### config.mk
export PLATFORM = sky130hd
export DESIGN_NAME = execute_stage
export DESIGN_NICKNAME = d
export VERILOG_FILES = /design/src/hdl/rapid_pkg.sv /design/src/hdl/shift_unit.sv /design/src/hdl/shift_counter.sv /design/src/hdl/execute_logic.sv /design/src/hdl/execute_fsm.sv /design/src/hdl/ex_mem_register.sv /design/src/hdl/execute_stage.sv
export SDC_FILE = /design/constraint.sdc
export NUM_CORES = 1
export LEC_CHECK = 0
export BUFFER_PORTS_ARGS = -buffer_cell sky130_fd_sc_hd__clkbuf_2
export CAP_MARGIN = 20
export CELL_PAD_IN_SITES_DETAIL_PLACEMENT = 1
export CELL_PAD_IN_SITES_GLOBAL_PLACEMENT = 2
export CORE_ASPECT_RATIO = 0.7
export CORE_MARGIN = 3
export CORE_UTILIZATION = 39
export CTS_BUF_LIST = sky130_fd_sc_hd__clkbuf_16
export DETAILED_ROUTE_END_ITERATION = 8
export PLACE_DENSITY = 0.83
export SYNTH_ARGS = -nofsm -noshare
export SYNTH_HDL_FRONTEND = slang
export SYNTH_SLANG_ARGS = --single-unit
### constraint.sdc
create_clock -name i_clk -period 25.2 [get_ports i_clk]
set_input_delay 5.04 -clock i_clk [delete_from_list [all_inputs] [get_ports i_clk]]
set_output_delay 5.04 -clock i_clk [all_outputs]
set_load 0.01 [all_outputs]
### src/hdl/rapid_pkg.sv
package rapid_pkg;

    // Datapath width, fixed for the whole core
    localparam int XLEN = 32;

    // Widths with a meaning of their own
    typedef logic [XLEN-1:0] word_t;
    typedef logic [4:0]      shamt_t;
    typedef logic [4:0]      reg_addr_t;
    typedef logic [31:0]     instr_t;

    // Function field of the instruction, bits [14:12]
    // Branches reuse the same raw 3-bit codes
    typedef enum logic [2:0] {
        ADD_or_SUB = 3'b000,
        SLL        = 3'b001,
        SLT        = 3'b010,
        SLTU       = 3'b011,
        XOR_       = 3'b100,
        SRL_or_SRA = 3'b101,
        OR_        = 3'b110,
        AND_       = 3'b111
    } fcs_e;

    // Control bundle from decode into execute
    // One-hot block select, then the per-block flags
    typedef struct packed {
        logic      alu_imm;
        logic      alu_reg;
        logic      cond_branch;
        logic      uncond_branch;
        logic      load_upper_imm;
        logic      mem;
        // Inverted op: SUB, SRA, JALR, LUI, stores
        logic      iop;
        fcs_e      fcs_opcode;
        reg_addr_t rd;
        instr_t    debug_instruction;
    } control_ex_s;

    // Control bundle handed on to the memory stage
    typedef struct packed {
        logic      mem;
        logic      iop;
        fcs_e      fcs_opcode;
        reg_addr_t rd;
        instr_t    debug_instruction;
    } control_mem_s;

    // Everything execute needs for one instruction
    typedef struct packed {
        word_t       pc;
        word_t       rs1;
        word_t       rs2;
        word_t       imm;
        control_ex_s ctrl;
    } ex_operands_s;

    // Registered result toward the memory stage
    typedef struct packed {
        control_mem_s ctrl;
        word_t        rd_value;
        logic         pc_load;
        word_t        pc_ext;
        word_t        memory_data;
    } ex_result_s;

    // Execute sequencer states
    typedef enum logic [0:0] {
        EX_IDLE  = 1'b0,
        EX_SHIFT = 1'b1
    } ex_state_e;

endpackage

### src/hdl/shift_unit.sv
module shift_unit import rapid_pkg::*; (
    input  logic  i_clk,
    input  logic  i_arst_n,
    input  logic  i_load,
    input  logic  i_step,
    input  logic  i_left,
    input  logic  i_arith,
    input  word_t i_operand,
    output word_t o_value
);

    word_t value_q;
    logic  left_q;
    logic  arith_q;

    // Direction latched with the operand, held for the whole shift
    always_ff @(posedge i_clk or negedge i_arst_n) begin
        if (!i_arst_n) begin
            left_q  <= 1'b0;
            arith_q <= 1'b0;
        end else if (i_load) begin
            left_q  <= i_left;
            arith_q <= i_arith;
        end
    end

    // One bit position per step
    always_ff @(posedge i_clk) begin
        if (i_load) begin
            value_q <= i_operand;
        end else if (i_step) begin
            if (left_q)
                value_q <= {value_q[XLEN-2:0], 1'b0};
            else
                // Sign fill for arithmetic, zero fill otherwise
                value_q <= {arith_q & value_q[XLEN-1], value_q[XLEN-1:1]};
        end
    end

    assign o_value = value_q;

endmodule

### src/hdl/shift_counter.sv
module shift_counter import rapid_pkg::*; (
    input  logic   i_clk,
    input  logic   i_arst_n,
    input  logic   i_load,
    input  logic   i_step,
    input  shamt_t i_count,
    output logic   o_zero
);

    // Bits still to shift
    shamt_t count_q;

    always_ff @(posedge i_clk or negedge i_arst_n) begin
        if (!i_arst_n) begin
            count_q <= '0;
        end else if (i_load) begin
            count_q <= i_count;
        end else if (i_step) begin
            // Never stepped at zero, so no wrap
            count_q <= count_q - 5'd1;
        end
    end

    // Straight from the count so the last step is seen in the same cycle
    assign o_zero = (count_q == '0);

endmodule

### src/hdl/execute_logic.sv
module execute_logic import rapid_pkg::*; (
    input  word_t        i_pc,
    input  control_ex_s  i_control_signal,
    input  word_t        i_rs1,
    input  word_t        i_rs2,
    input  word_t        i_imm,
    output control_mem_s o_control_signal,
    output logic         o_pc_load,
    output word_t        o_pc_ext,
    output word_t        o_memory_data,
    output word_t        o_rd_output,
    output logic         o_is_shift,
    output logic         o_shift_left,
    output logic         o_shift_arith,
    output shamt_t       o_shamt
);

    // Second ALU operand, register form or immediate form
    word_t port2;
    logic  is_alu;

    assign port2  = i_control_signal.alu_reg ? i_rs2 : i_imm;
    assign is_alu = i_control_signal.alu_imm || i_control_signal.alu_reg;

    // Store data is always rs2, loads simply ignore it
    assign o_memory_data = i_rs2;

    // Control fields that memory still needs
    assign o_control_signal.mem               = i_control_signal.mem;
    assign o_control_signal.iop               = i_control_signal.iop;
    assign o_control_signal.fcs_opcode        = i_control_signal.fcs_opcode;
    assign o_control_signal.rd                = i_control_signal.rd;
    assign o_control_signal.debug_instruction = i_control_signal.debug_instruction;

    // Shifts go to the serial unit
    assign o_is_shift    = is_alu && ((i_control_signal.fcs_opcode == SLL) ||
                                      (i_control_signal.fcs_opcode == SRL_or_SRA));
    assign o_shift_left  = (i_control_signal.fcs_opcode == SLL);
    // SRA/SRAI carry the inverted-op flag
    assign o_shift_arith = i_control_signal.iop;
    // Only the low five bits count, as the ISA says
    assign o_shamt       = port2[4:0];

    always_comb begin
        o_rd_output = '0;
        o_pc_ext    = '0;
        o_pc_load   = 1'b0;

        if (is_alu) begin
            // Register and immediate forms share the datapath
            case (i_control_signal.fcs_opcode)
                ADD_or_SUB: begin
                    // SUB only exists in register form
                    if (i_control_signal.iop)
                        o_rd_output = i_rs1 - port2;
                    else
                        o_rd_output = i_rs1 + port2;
                end
                SLT:  o_rd_output = word_t'($signed(i_rs1) < $signed(port2));
                SLTU: o_rd_output = word_t'(i_rs1 < port2);
                XOR_: o_rd_output = i_rs1 ^ port2;
                OR_:  o_rd_output = i_rs1 | port2;
                AND_: o_rd_output = i_rs1 & port2;
                // Result comes from the shifter, left at zero here
                default: o_rd_output = '0;
            endcase
        end else if (i_control_signal.cond_branch) begin
            // Raw funct3 codes of the branches
            case (i_control_signal.fcs_opcode)
                // BEQ
                3'b000:  o_pc_load = (i_rs1 == i_rs2);
                // BNE
                3'b001:  o_pc_load = (i_rs1 != i_rs2);
                // BLT
                3'b100:  o_pc_load = ($signed(i_rs1) < $signed(i_rs2));
                // BGE
                3'b101:  o_pc_load = ($signed(i_rs1) >= $signed(i_rs2));
                // BLTU
                3'b110:  o_pc_load = (i_rs1 < i_rs2);
                // BGEU
                3'b111:  o_pc_load = (i_rs1 >= i_rs2);
                // 010 and 011 are not branches
                default: o_pc_load = 1'b0;
            endcase
            // Target formed even when not taken
            o_pc_ext = i_pc + i_imm;
        end else if (i_control_signal.uncond_branch) begin
            // Link value
            o_rd_output = i_pc + 32'd4;
            // JALR is register based, JAL is pc relative
            if (i_control_signal.iop)
                o_pc_ext = i_rs1 + i_imm;
            else
                o_pc_ext = i_pc + i_imm;
            o_pc_load = 1'b1;
        end else if (i_control_signal.load_upper_imm) begin
            // Immediate arrives already shifted into the upper bits
            if (i_control_signal.iop)
                o_rd_output = i_imm;
            else
                o_rd_output = i_pc + i_imm;
        end else if (i_control_signal.mem) begin
            // Effective address for loads and stores
            o_rd_output = i_rs1 + i_imm;
        end
    end

endmodule

### src/hdl/execute_fsm.sv
module execute_fsm import rapid_pkg::*; (
    input  logic         i_clk,
    input  logic         i_arst_n,
    input  logic         i_valid,
    input  ex_operands_s i_operands,
    input  logic         i_is_shift,
    input  logic         i_count_zero,
    output ex_operands_s o_operands,
    output logic         o_load,
    output logic         o_step,
    output logic         o_capture,
    output logic         o_capture_shift,
    output logic         o_busy
);

    ex_state_e    state_q;
    ex_state_e    state_d;
    logic         pending_q;
    logic         accept;
    ex_operands_s operands_q;

    // Busy from the cycle after acceptance until the capture edge
    assign o_busy = pending_q || (state_q == EX_SHIFT);
    // A pulse while busy is dropped
    assign accept = i_valid && !o_busy;

    // Operand register, held stable until capture
    always_ff @(posedge i_clk) begin
        if (accept)
            operands_q <= i_operands;
    end

    assign o_operands = operands_q;

    always_ff @(posedge i_clk or negedge i_arst_n) begin
        if (!i_arst_n) begin
            state_q   <= EX_IDLE;
            pending_q <= 1'b0;
        end else begin
            state_q   <= state_d;
            // Lives exactly one cycle, the one after the latch
            pending_q <= accept;
        end
    end

    always_comb begin
        state_d         = state_q;
        o_load          = 1'b0;
        o_step          = 1'b0;
        o_capture       = 1'b0;
        o_capture_shift = 1'b0;
        case (state_q)
            EX_IDLE: begin
                if (pending_q) begin
                    if (i_is_shift) begin
                        // Start shifter and counter together
                        o_load  = 1'b1;
                        state_d = EX_SHIFT;
                    end else begin
                        // Combinational result is ready now
                        o_capture = 1'b1;
                    end
                end
            end
            EX_SHIFT: begin
                if (i_count_zero) begin
                    o_capture       = 1'b1;
                    o_capture_shift = 1'b1;
                    state_d         = EX_IDLE;
                end else begin
                    o_step = 1'b1;
                end
            end
            default: state_d = EX_IDLE;
        endcase
    end

endmodule

### src/hdl/ex_mem_register.sv
module ex_mem_register import rapid_pkg::*; (
    input  logic       i_clk,
    input  logic       i_arst_n,
    input  logic       i_capture,
    input  logic       i_use_shift,
    input  ex_result_s i_comb,
    input  word_t      i_shift_value,
    output logic       o_valid,
    output ex_result_s o_result
);

    ex_result_s result_d;
    ex_result_s result_q;
    logic       valid_q;

    // Shift results replace only rd_value
    always_comb begin
        result_d = i_comb;
        if (i_use_shift)
            result_d.rd_value = i_shift_value;
    end

    always_ff @(posedge i_clk or negedge i_arst_n) begin
        if (!i_arst_n) begin
            valid_q  <= 1'b0;
            result_q <= '0;
        end else begin
            // One-cycle pulse per capture
            valid_q <= i_capture;
            // Bundle held until the next capture
            if (i_capture)
                result_q <= result_d;
        end
    end

    assign o_valid  = valid_q;
    assign o_result = result_q;

endmodule

### src/hdl/execute_stage.sv
module execute_stage import rapid_pkg::*; (
    input  logic         i_clk,
    input  logic         i_arst_n,
    input  logic         i_valid,
    input  ex_operands_s i_operands,
    output logic         o_valid,
    output logic         o_busy,
    output ex_result_s   o_result
);

    ex_operands_s operands;
    ex_result_s   comb_result;
    logic         is_shift;
    logic         shift_left;
    logic         shift_arith;
    shamt_t       shamt;
    logic         load;
    logic         step;
    logic         capture;
    logic         capture_shift;
    logic         count_zero;
    word_t        shift_value;

    // Sequencer and operand latch
    execute_fsm u_execute_fsm (
        .i_clk           (i_clk),
        .i_arst_n        (i_arst_n),
        .i_valid         (i_valid),
        .i_operands      (i_operands),
        .i_is_shift      (is_shift),
        .i_count_zero    (count_zero),
        .o_operands      (operands),
        .o_load          (load),
        .o_step          (step),
        .o_capture       (capture),
        .o_capture_shift (capture_shift),
        .o_busy          (o_busy)
    );

    // Everything except shifts, settled one cycle after the latch
    execute_logic u_execute_logic (
        .i_pc             (operands.pc),
        .i_control_signal (operands.ctrl),
        .i_rs1            (operands.rs1),
        .i_rs2            (operands.rs2),
        .i_imm            (operands.imm),
        .o_control_signal (comb_result.ctrl),
        .o_pc_load        (comb_result.pc_load),
        .o_pc_ext         (comb_result.pc_ext),
        .o_memory_data    (comb_result.memory_data),
        .o_rd_output      (comb_result.rd_value),
        .o_is_shift       (is_shift),
        .o_shift_left     (shift_left),
        .o_shift_arith    (shift_arith),
        .o_shamt          (shamt)
    );

    // Serial shifter, rs1 is always the shifted operand
    shift_unit u_shift_unit (
        .i_clk     (i_clk),
        .i_arst_n  (i_arst_n),
        .i_load    (load),
        .i_step    (step),
        .i_left    (shift_left),
        .i_arith   (shift_arith),
        .i_operand (operands.rs1),
        .o_value   (shift_value)
    );

    shift_counter u_shift_counter (
        .i_clk    (i_clk),
        .i_arst_n (i_arst_n),
        .i_load   (load),
        .i_step   (step),
        .i_count  (shamt),
        .o_zero   (count_zero)
    );

    // Output register toward memory
    ex_mem_register u_ex_mem_register (
        .i_clk         (i_clk),
        .i_arst_n      (i_arst_n),
        .i_capture     (capture),
        .i_use_shift   (capture_shift),
        .i_comb        (comb_result),
        .i_shift_value (shift_value),
        .o_valid       (o_valid),
        .o_result      (o_result)
    );

endmodule

==> impl_metrics.yaml, run 1 <==
status:
  outcome: "finished clean"
synthesis:
  yosysSeqAreaShare_pct: 41.1
  ys.flop_type: "edfxtp_1"
  yosys-top-cells-count: "379 x nand2_1, 246 x o21ai_0, 224 x a21oi_1"
  syn_nets: 3047
  yosysMostFrequentCell: "nand2_1"
  yosys.area.top_type: "edfxtp_1"
  ys_ff_latch: 356
  async_flop_share_pct: 41.9
  yosys_warnings: 0
  syn_inst: 2647
  ys_types: 80
  yosys.area.top_type_share_pct: 25.7
  mappedNetlistArea_sq_um: 24200
  synth_edf_count: 207
  syn-mean-instance-area_sq_um: 9.15
  synth_area_leaders: "edfxtp_1 26%, dfrtp_1 15%, ha_1 11%, nand2_1 5.9%, o21ai_0 5.1%"
floorplanning:
  dieArea_sq_um: 65100
  initial_utilization_pct: 39.9
  io_pins: 319
  die_h_microns: 214
  coreArea_sq_um: 60600
  die-width_microns: 304
  num_rows: 75
sta:
  final_max_slew_viol_count: 0
  finalCritPeriodShare_pct: 25.9
  setup-tns-final_ps: 0
  relSlewSlack_pct: 22.5
  clock_skew_ps: 27.3
  rsz0062_at_grt: "false"
  layout_min_cycle_time_ps: 6520
  hold_viol_final: 0
  setup_viol_count_final: 0
  whs_ps: 446
  fmax_mhz: 153
  worstMarginPinSlew_ps: 1150
critical_path:
  critPathLaunch: "u_execute_fsm.state_q"
  worstSetupEndpoint: "o_busy"
  worstRegToRegCells: 16
  start_kind: "register"
  cp_max_fo: 5
  endpoint_kind: "output pin"
  worstPathRequired_ps: 20160
  r2r_end: "u_ex_mem_register.o_result[91]"
  path_class: "register to output pin"
  rrSetupSlack_ps: 19440
  worstReg2RegStart: "u_execute_fsm.o_operands[45]"
  critical_path_arrival_ps: 1480
clock_network:
  cts-root-buf: "clkbuf_16"
  ctsResizeCount: 0
  cts_buffers: 39
  ctsHoldBuffers: 0
  clock_latency_ps: 590
  tritoncts: "built"
  cts_sinks: 356
  h-tree-depth: 2
  ctsLongestPathBuffers: 3
  cts_post_setup_buffers_inserted: 0
  path_clk_slew_ps: 60
routing:
  drc: 0
  wl_per_cell_microns: 26.2
  drt_iter0_markers: 2194
  vias_per_cell: 5.88
  firstDrtPassIters: 7
  wl_mm: 98.8
  vias: 22175
  detail-route-antenna-nets: 0
power_and_ir_drop:
  power.density_nw_per_um2: 114
  p_leak_uw: 0.0126
  p_total_uw: 3190
  ir_worst_vdd_v: 0.0000708
min_path:
  hold_path_class: "register to register"
  holdPathStages: 2
finish:
  final_layout_size_suffix_gt1_share_pct: 15.3
  area_growth_pct: 15.6
  nets: 3333
  final_cells: 3773
  utilization_pct: 46.2
global_route:
  grt_max_degree: 79
  grt.overflow.total: 0
  grt_pass1_vias: 22435
  gr-usage-all-layers_pct: 29.4
  grt_pass1_wl_mm: 146
  antenna_found_initial: 3
placement:
  dp.cells: 3698
  routabilityCongestion: 0.922
  dp_hpwl_mm: 76.4
  port_buffers: 318
run:
  maxCapViolations: 0
## flip-flops by register name, indices dropped and copies added (netlist names)
register,cells
u_execute_fsm.o_operands,175
u_ex_mem_register.o_result,139
u_shift_unit.o_value,32
u_shift_counter.count_q,5
u_ex_mem_register.o_valid,1
u_execute_fsm.pending_q,1
u_execute_fsm.state_q,1
u_shift_unit.arith_q,1
u_shift_unit.left_q,1
## how the worst min path moves through the flow
stage,start,end,slack (ps)
6_report,u_execute_fsm.o_operands[8],u_ex_mem_register.o_result[105],450
5_1_grt,u_execute_fsm.o_operands[8],u_ex_mem_register.o_result[105],470
4_1_cts,u_execute_fsm.o_operands[8],u_ex_mem_register.o_result[105],450
3_5_place_dp,u_execute_fsm.o_operands[8],u_ex_mem_register.o_result[105],440
3_3_place_gp,u_execute_fsm.o_operands[3],u_ex_mem_register.o_result[100],430
2_1_floorplan,u_execute_fsm.o_operands[3],u_ex_mem_register.o_result[100],420
## critical path, stage by stage, from the launching register on
cell and delay, ps:
dfrtp_1 410, or2_2 340, clkbuf_2 140
## routing by layer
layer	up-vias	global-route usage [%]	wire (microns)
met5	-	0	0
met4	0	5.73	1610
met3	110	9.32	10500
met2	901	41.0	39600
met1	11085	44.5	47000
li1	10079	-	-
## cells in the final DEF (no fill, tap or decap), types with 18 or more instances in the layout
master,netlist,layout
o22ai_1,19,19
buf_4,0,36
nand3_1,51,51
xnor2_1,74,74
nand2b_1,18,18
and3_1,20,20
nand2_1,379,378
xor2_1,63,63
nor2b_1,19,19
a22oi_1,19,19
nor2_1,166,161
inv_1,158,170
ha_1,218,218
clkbuf_2,0,317
o21ai_0,246,246
a211oi_1,46,46
dfrtp_1,149,149
o21bai_1,27,27
nor3_1,45,45
a221oi_1,23,23
mux2i_1,70,70
a21oi_1,224,224
edfxtp_1,207,207
clkbuf_16,0,41
a21o_1,60,60
## per-stage QoR
| stage | worst slack [ps] | area (sq um) |
|---|---|---|
| final | 18680 | 28000 |
| after global routing | 18610 | 28000 |
| after CTS | 18650 | 28000 |
| after detailed placement | 18160 | 26700 |
| after global placement | 18200 | 26700 |
| after floorplan | 12020 | 24200 |
## power by group
| part | switching, uW | total [uW] | internal [uW] |
|---|---|---|---|
| sequential | 188 | 1040 | 851 |
| clock | 254 | 571 | 317 |
| combinational | 1030 | 1580 | 559 |
| total | 1470 | 3190 | 1730 |
## logic make-up (layout without fill, tap and decap cells)
group / count (synthesis) / count (layout) / synth area share (%)
adder cells (fa/ha/maj): 222 / 222 / 11.6
AO/OA/AOI/OAI: 809 / 809 / 20.8
AND/OR/NAND/NOR: 774 / 774 / 14.1
other: 0 / 2 / 0
multiplexers: 78 / 78 / 3.27
buffers and inverters: 271 / 587 / 4.20
XOR/XNOR: 137 / 137 / 4.96
flip-flops: 356 / 356 / 41.1
## final cells by class
class,instances,area [sq um]
well taps,808,1010
diodes,2,5.00
flip-flops and latches,356,9940
repair buffers,356,1900
clock buffers,41,1030
multi-input cells,2020,13300
inverters,160,601
fillers,7119,32600
clock inverters,30,215
Note: power is estimated with default switching activity, not from simulation.
==> run 2, diff against run 1 <==
--- a/config.mk
+++ b/config.mk
@@ -5,16 +5,17 @@
 export SDC_FILE = /design/constraint.sdc
 export NUM_CORES = 1
 export LEC_CHECK = 0
+export ABC_AREA = 1
 export BUFFER_PORTS_ARGS = -buffer_cell sky130_fd_sc_hd__clkbuf_2
 export CAP_MARGIN = 20
 export CELL_PAD_IN_SITES_DETAIL_PLACEMENT = 1
 export CELL_PAD_IN_SITES_GLOBAL_PLACEMENT = 2
 export CORE_ASPECT_RATIO = 0.7
 export CORE_MARGIN = 3
-export CORE_UTILIZATION = 39
+export CORE_UTILIZATION = 31
 export CTS_BUF_LIST = sky130_fd_sc_hd__clkbuf_16
 export DETAILED_ROUTE_END_ITERATION = 8
-export PLACE_DENSITY = 0.83
+export PLACE_DENSITY = 0.76
 export SYNTH_ARGS = -nofsm -noshare
 export SYNTH_HDL_FRONTEND = slang
 export SYNTH_SLANG_ARGS = --single-unit
==> constraint.sdc (replaced) <==
create_clock -name i_clk -period 5.9 [get_ports i_clk]
set_input_delay 1.18 -clock i_clk [delete_from_list [all_inputs] [get_ports i_clk]]
set_output_delay 1.18 -clock i_clk [all_outputs]
set_load 0.01 [all_outputs]
==> impl_metrics.yaml, run 2 <==
critical_path:
  start_kind: "register"
  r2r_end: "u_ex_mem_register.o_result[78]"
  worstSetupEndpoint: "u_ex_mem_register.o_result[78]"
  worstReg2RegStart: "u_execute_fsm.o_operands[45]"
  endpoint_kind: "register"
  critical_path_arrival_ps: 4850
  path_class: "register to register"
  rrSetupSlack_ps: 1520
  cp_max_fo: 19
  worstRegToRegCells: 18
  critPathLaunch: "u_execute_fsm.o_operands[45]"
  worstPathRequired_ps: 6370
sta:
  setup-tns-final_ps: 0
  relSlewSlack_pct: 34.2
  layout_min_cycle_time_ps: 4380
  fmax_mhz: 228
  clock_skew_ps: 40.0
  finalCritPeriodShare_pct: 74.3
  hold_viol_final: 0
  setup_viol_count_final: 0
  worst_slack_ps: 1520
  worstMarginPinSlew_ps: 978
  final_max_slew_viol_count: 0
  rsz0062_at_grt: "false"
floorplanning:
  num_rows: 90
  die-width_microns: 363
  io_pins: 319
  die_h_microns: 256
  coreArea_sq_um: 87300
  initial_utilization_pct: 31.7
  dieArea_sq_um: 92800
synthesis:
  synth_xor_xnor_area_share_pct: 1.52
  syn_nets: 4353
  synth_top_family_by_area: "simple AND/OR/NAND/NOR gates"
  yosysMostFrequentCell: "nand2_1"
  yosys-top-cells-count: "1305 x nand2_1, 574 x inv_1, 311 x nand3_1"
  synthAdderAreaFrac_pct: 10.2
  yosys-mux-area-fraction_pct: 0
  synth-simple-area-share_pct: 30.4
  ys_ff_latch: 356
  yosys.area.top_type_share_pct: 22.5
  async_flop_share_pct: 41.9
  mappedNetlistArea_sq_um: 27600
  ys.flop_type: "edfxtp_1"
  syn-mean-instance-area_sq_um: 6.99
  yosys_warnings: 0
  yosysSeqAreaShare_pct: 36.0
  syn_inst: 3953
  ys_types: 52
  synth_area_leaders: "edfxtp_1 22%, nand2_1 18%, dfrtp_1 13%, ha_1 9.9%, inv_1 7.8%"
  synth_compound_area_share_pct: 12.1
  yosys.area.top_type: "edfxtp_1"
  synth_edf_count: 207
clock_network:
  cts_buffers: 39
  tritoncts: "built"
  ctsHoldBuffers: 0
  h-tree-depth: 2
  ctsResizeCount: 0
  path_clk_slew_ps: 70
  ctsLongestPathBuffers: 3
  cts_post_setup_buffers_inserted: 0
  cts-root-buf: "clkbuf_16"
  clock_latency_ps: 600
  cts_sinks: 356
power_and_ir_drop:
  power.density_nw_per_um2: 448
  p_leak_uw: 0.0163
  p_sw_uw: 7070
  ir_worst_vdd_v: 0.000229
  clock_power_share_pct: 17.3
  seqPwrFrac_pct: 30.3
  comb_power_share_pct: 52.4
  swShare_pct: 49.8
  p_int_uw: 7120
finish:
  nets: 4636
  fillCellCount: 11073
  largest_register_ffs: 175
  mostFrequentLayoutCells: "1305 x nand2_1, 578 x inv_1, 317 x clkbuf_2, 310 x nand3_1, 258 x nor2_1"
  final_layout_size_suffix_gt1_share_pct: 11.0
  area_growth_pct: 14.7
  layout_commonest_cell: "nand2_1"
  fin_area_sq_um: 31700
  antenna-diode-count: 0
routing:
  drc: 0
  wl_mm: 128
  drt_iter0_markers: 2758
  wl_per_cell_microns: 23.6
  vias: 28028
  firstDrtPassIters: 5
  vias_per_cell: 5.18
  detail-route-antenna-nets: 0
global_route:
  grt.overflow.total: 0
  grt_pass1_vias: 27128
  grt_max_degree: 109
  gr-usage-all-layers_pct: 26.9
  antenna_found_initial: 5
  grt_pass1_wl_mm: 187
status:
  outcome: "finished clean"
min_path:
  hold_path_class: "register to register"
placement:
  port_buffers: 318
  place_ws_ps: 1590
  dpl_cell_area_sq_um: 30500
  dp_hpwl_mm: 105
  routabilityCongestion: 0.945
run:
  maxCapViolations: 0
==> run 2: final cells by class <==
class | count | area (sq um) | share of cell area (%)
Multi-Input combinational cell | 2900 | 15000 | 47.3
Sequential cell | 356 | 9940 | 31.4
Inverter | 581 | 2190 | 6.90
Clock buffer | 39 | 976 | 3.08
Timing Repair Buffer | 358 | 1920 | 6.07
Tap cell | 1150 | 1440 | 4.54
Clock inverter | 32 | 248 | 0.782
==> run 2: routing by layer <==
layer / vias up / wire (microns) / GRT usage [%]
met5: - / 36 / 0
met4: 6 / 1800 / 4.05
li1: 13392 / - / -
met1: 13570 / 65100 / 42.2
met3: 100 / 10500 / 5.84
met2: 960 / 50600 / 37.7
==> run 2: how the worst min path moves through the flow <==
stage	start	end	slack (ps)	cells past startpoint
2_1_floorplan	u_execute_fsm.o_operands[3]	u_ex_mem_register.o_result[100]	430	2
3_3_place_gp	u_execute_fsm.o_operands[9]	u_ex_mem_register.o_result[106]	430	2
3_5_place_dp	u_execute_fsm.o_operands[25]	u_ex_mem_register.o_result[122]	440	2
4_1_cts	u_execute_fsm.o_operands[19]	u_ex_mem_register.o_result[116]	450	2
5_1_grt	u_execute_fsm.o_operands[19]	u_ex_mem_register.o_result[116]	460	2
6_report	u_execute_fsm.o_operands[25]	u_ex_mem_register.o_result[122]	450	2
==> run 2: critical path, cell delays in order, from the launching register on <==
cell and delay [ps]:
edfxtp_1 640, buf_4 310, o21ai_0 770, inv_1 220
ha_1 260, nand2_1 80, nand3_1 240, nand2_1 150
nand2_1 120, nand2_1 90, nand3_1 330, xor2_1 250
nand2_1 90, nand3_1 140, nand2_1 60, nand2_1 60
nand3_1 80, nand2_1 250, nand2_1 90
==> run 2: power groups by stage <==
stage / Sequential, uW / Clock, uW / Combinational (uW)
after CTS: 4300 / 2520 / 7360
after detailed placement: 4330 / 0 / 7320
after global placement: 4320 / 0 / 7230
after floorplan: 4240 / 0 / 4440
after global routing: 4380 / 2610 / 8280
final: 4300 / 2450 / 7440
==> run 2: cell families after synthesis <==
| kind of cell | Yosys count |
|---|---|
| simple gates | 2025 |
| compound gates | 605 |
| flops | 356 |
| buf+inv | 697 |
| fa+ha+maj | 222 |
| xor+xnor | 48 |
==> run 2: per-stage QoR <==
step / power [uW] / hold slack [ps] / util, % / std cells
finish: 14200 / 448 / 36.3 / 5416
floorplan: 8680 / 426 / - / 3953
CTS: 14200 / 450 / 36.3 / 5415
detailed placement: 11700 / 436 / 34.9 / 5344
global route: 15300 / 465 / 36.3 / 5416
global placement: 11600 / 429 / 34.9 / 5344
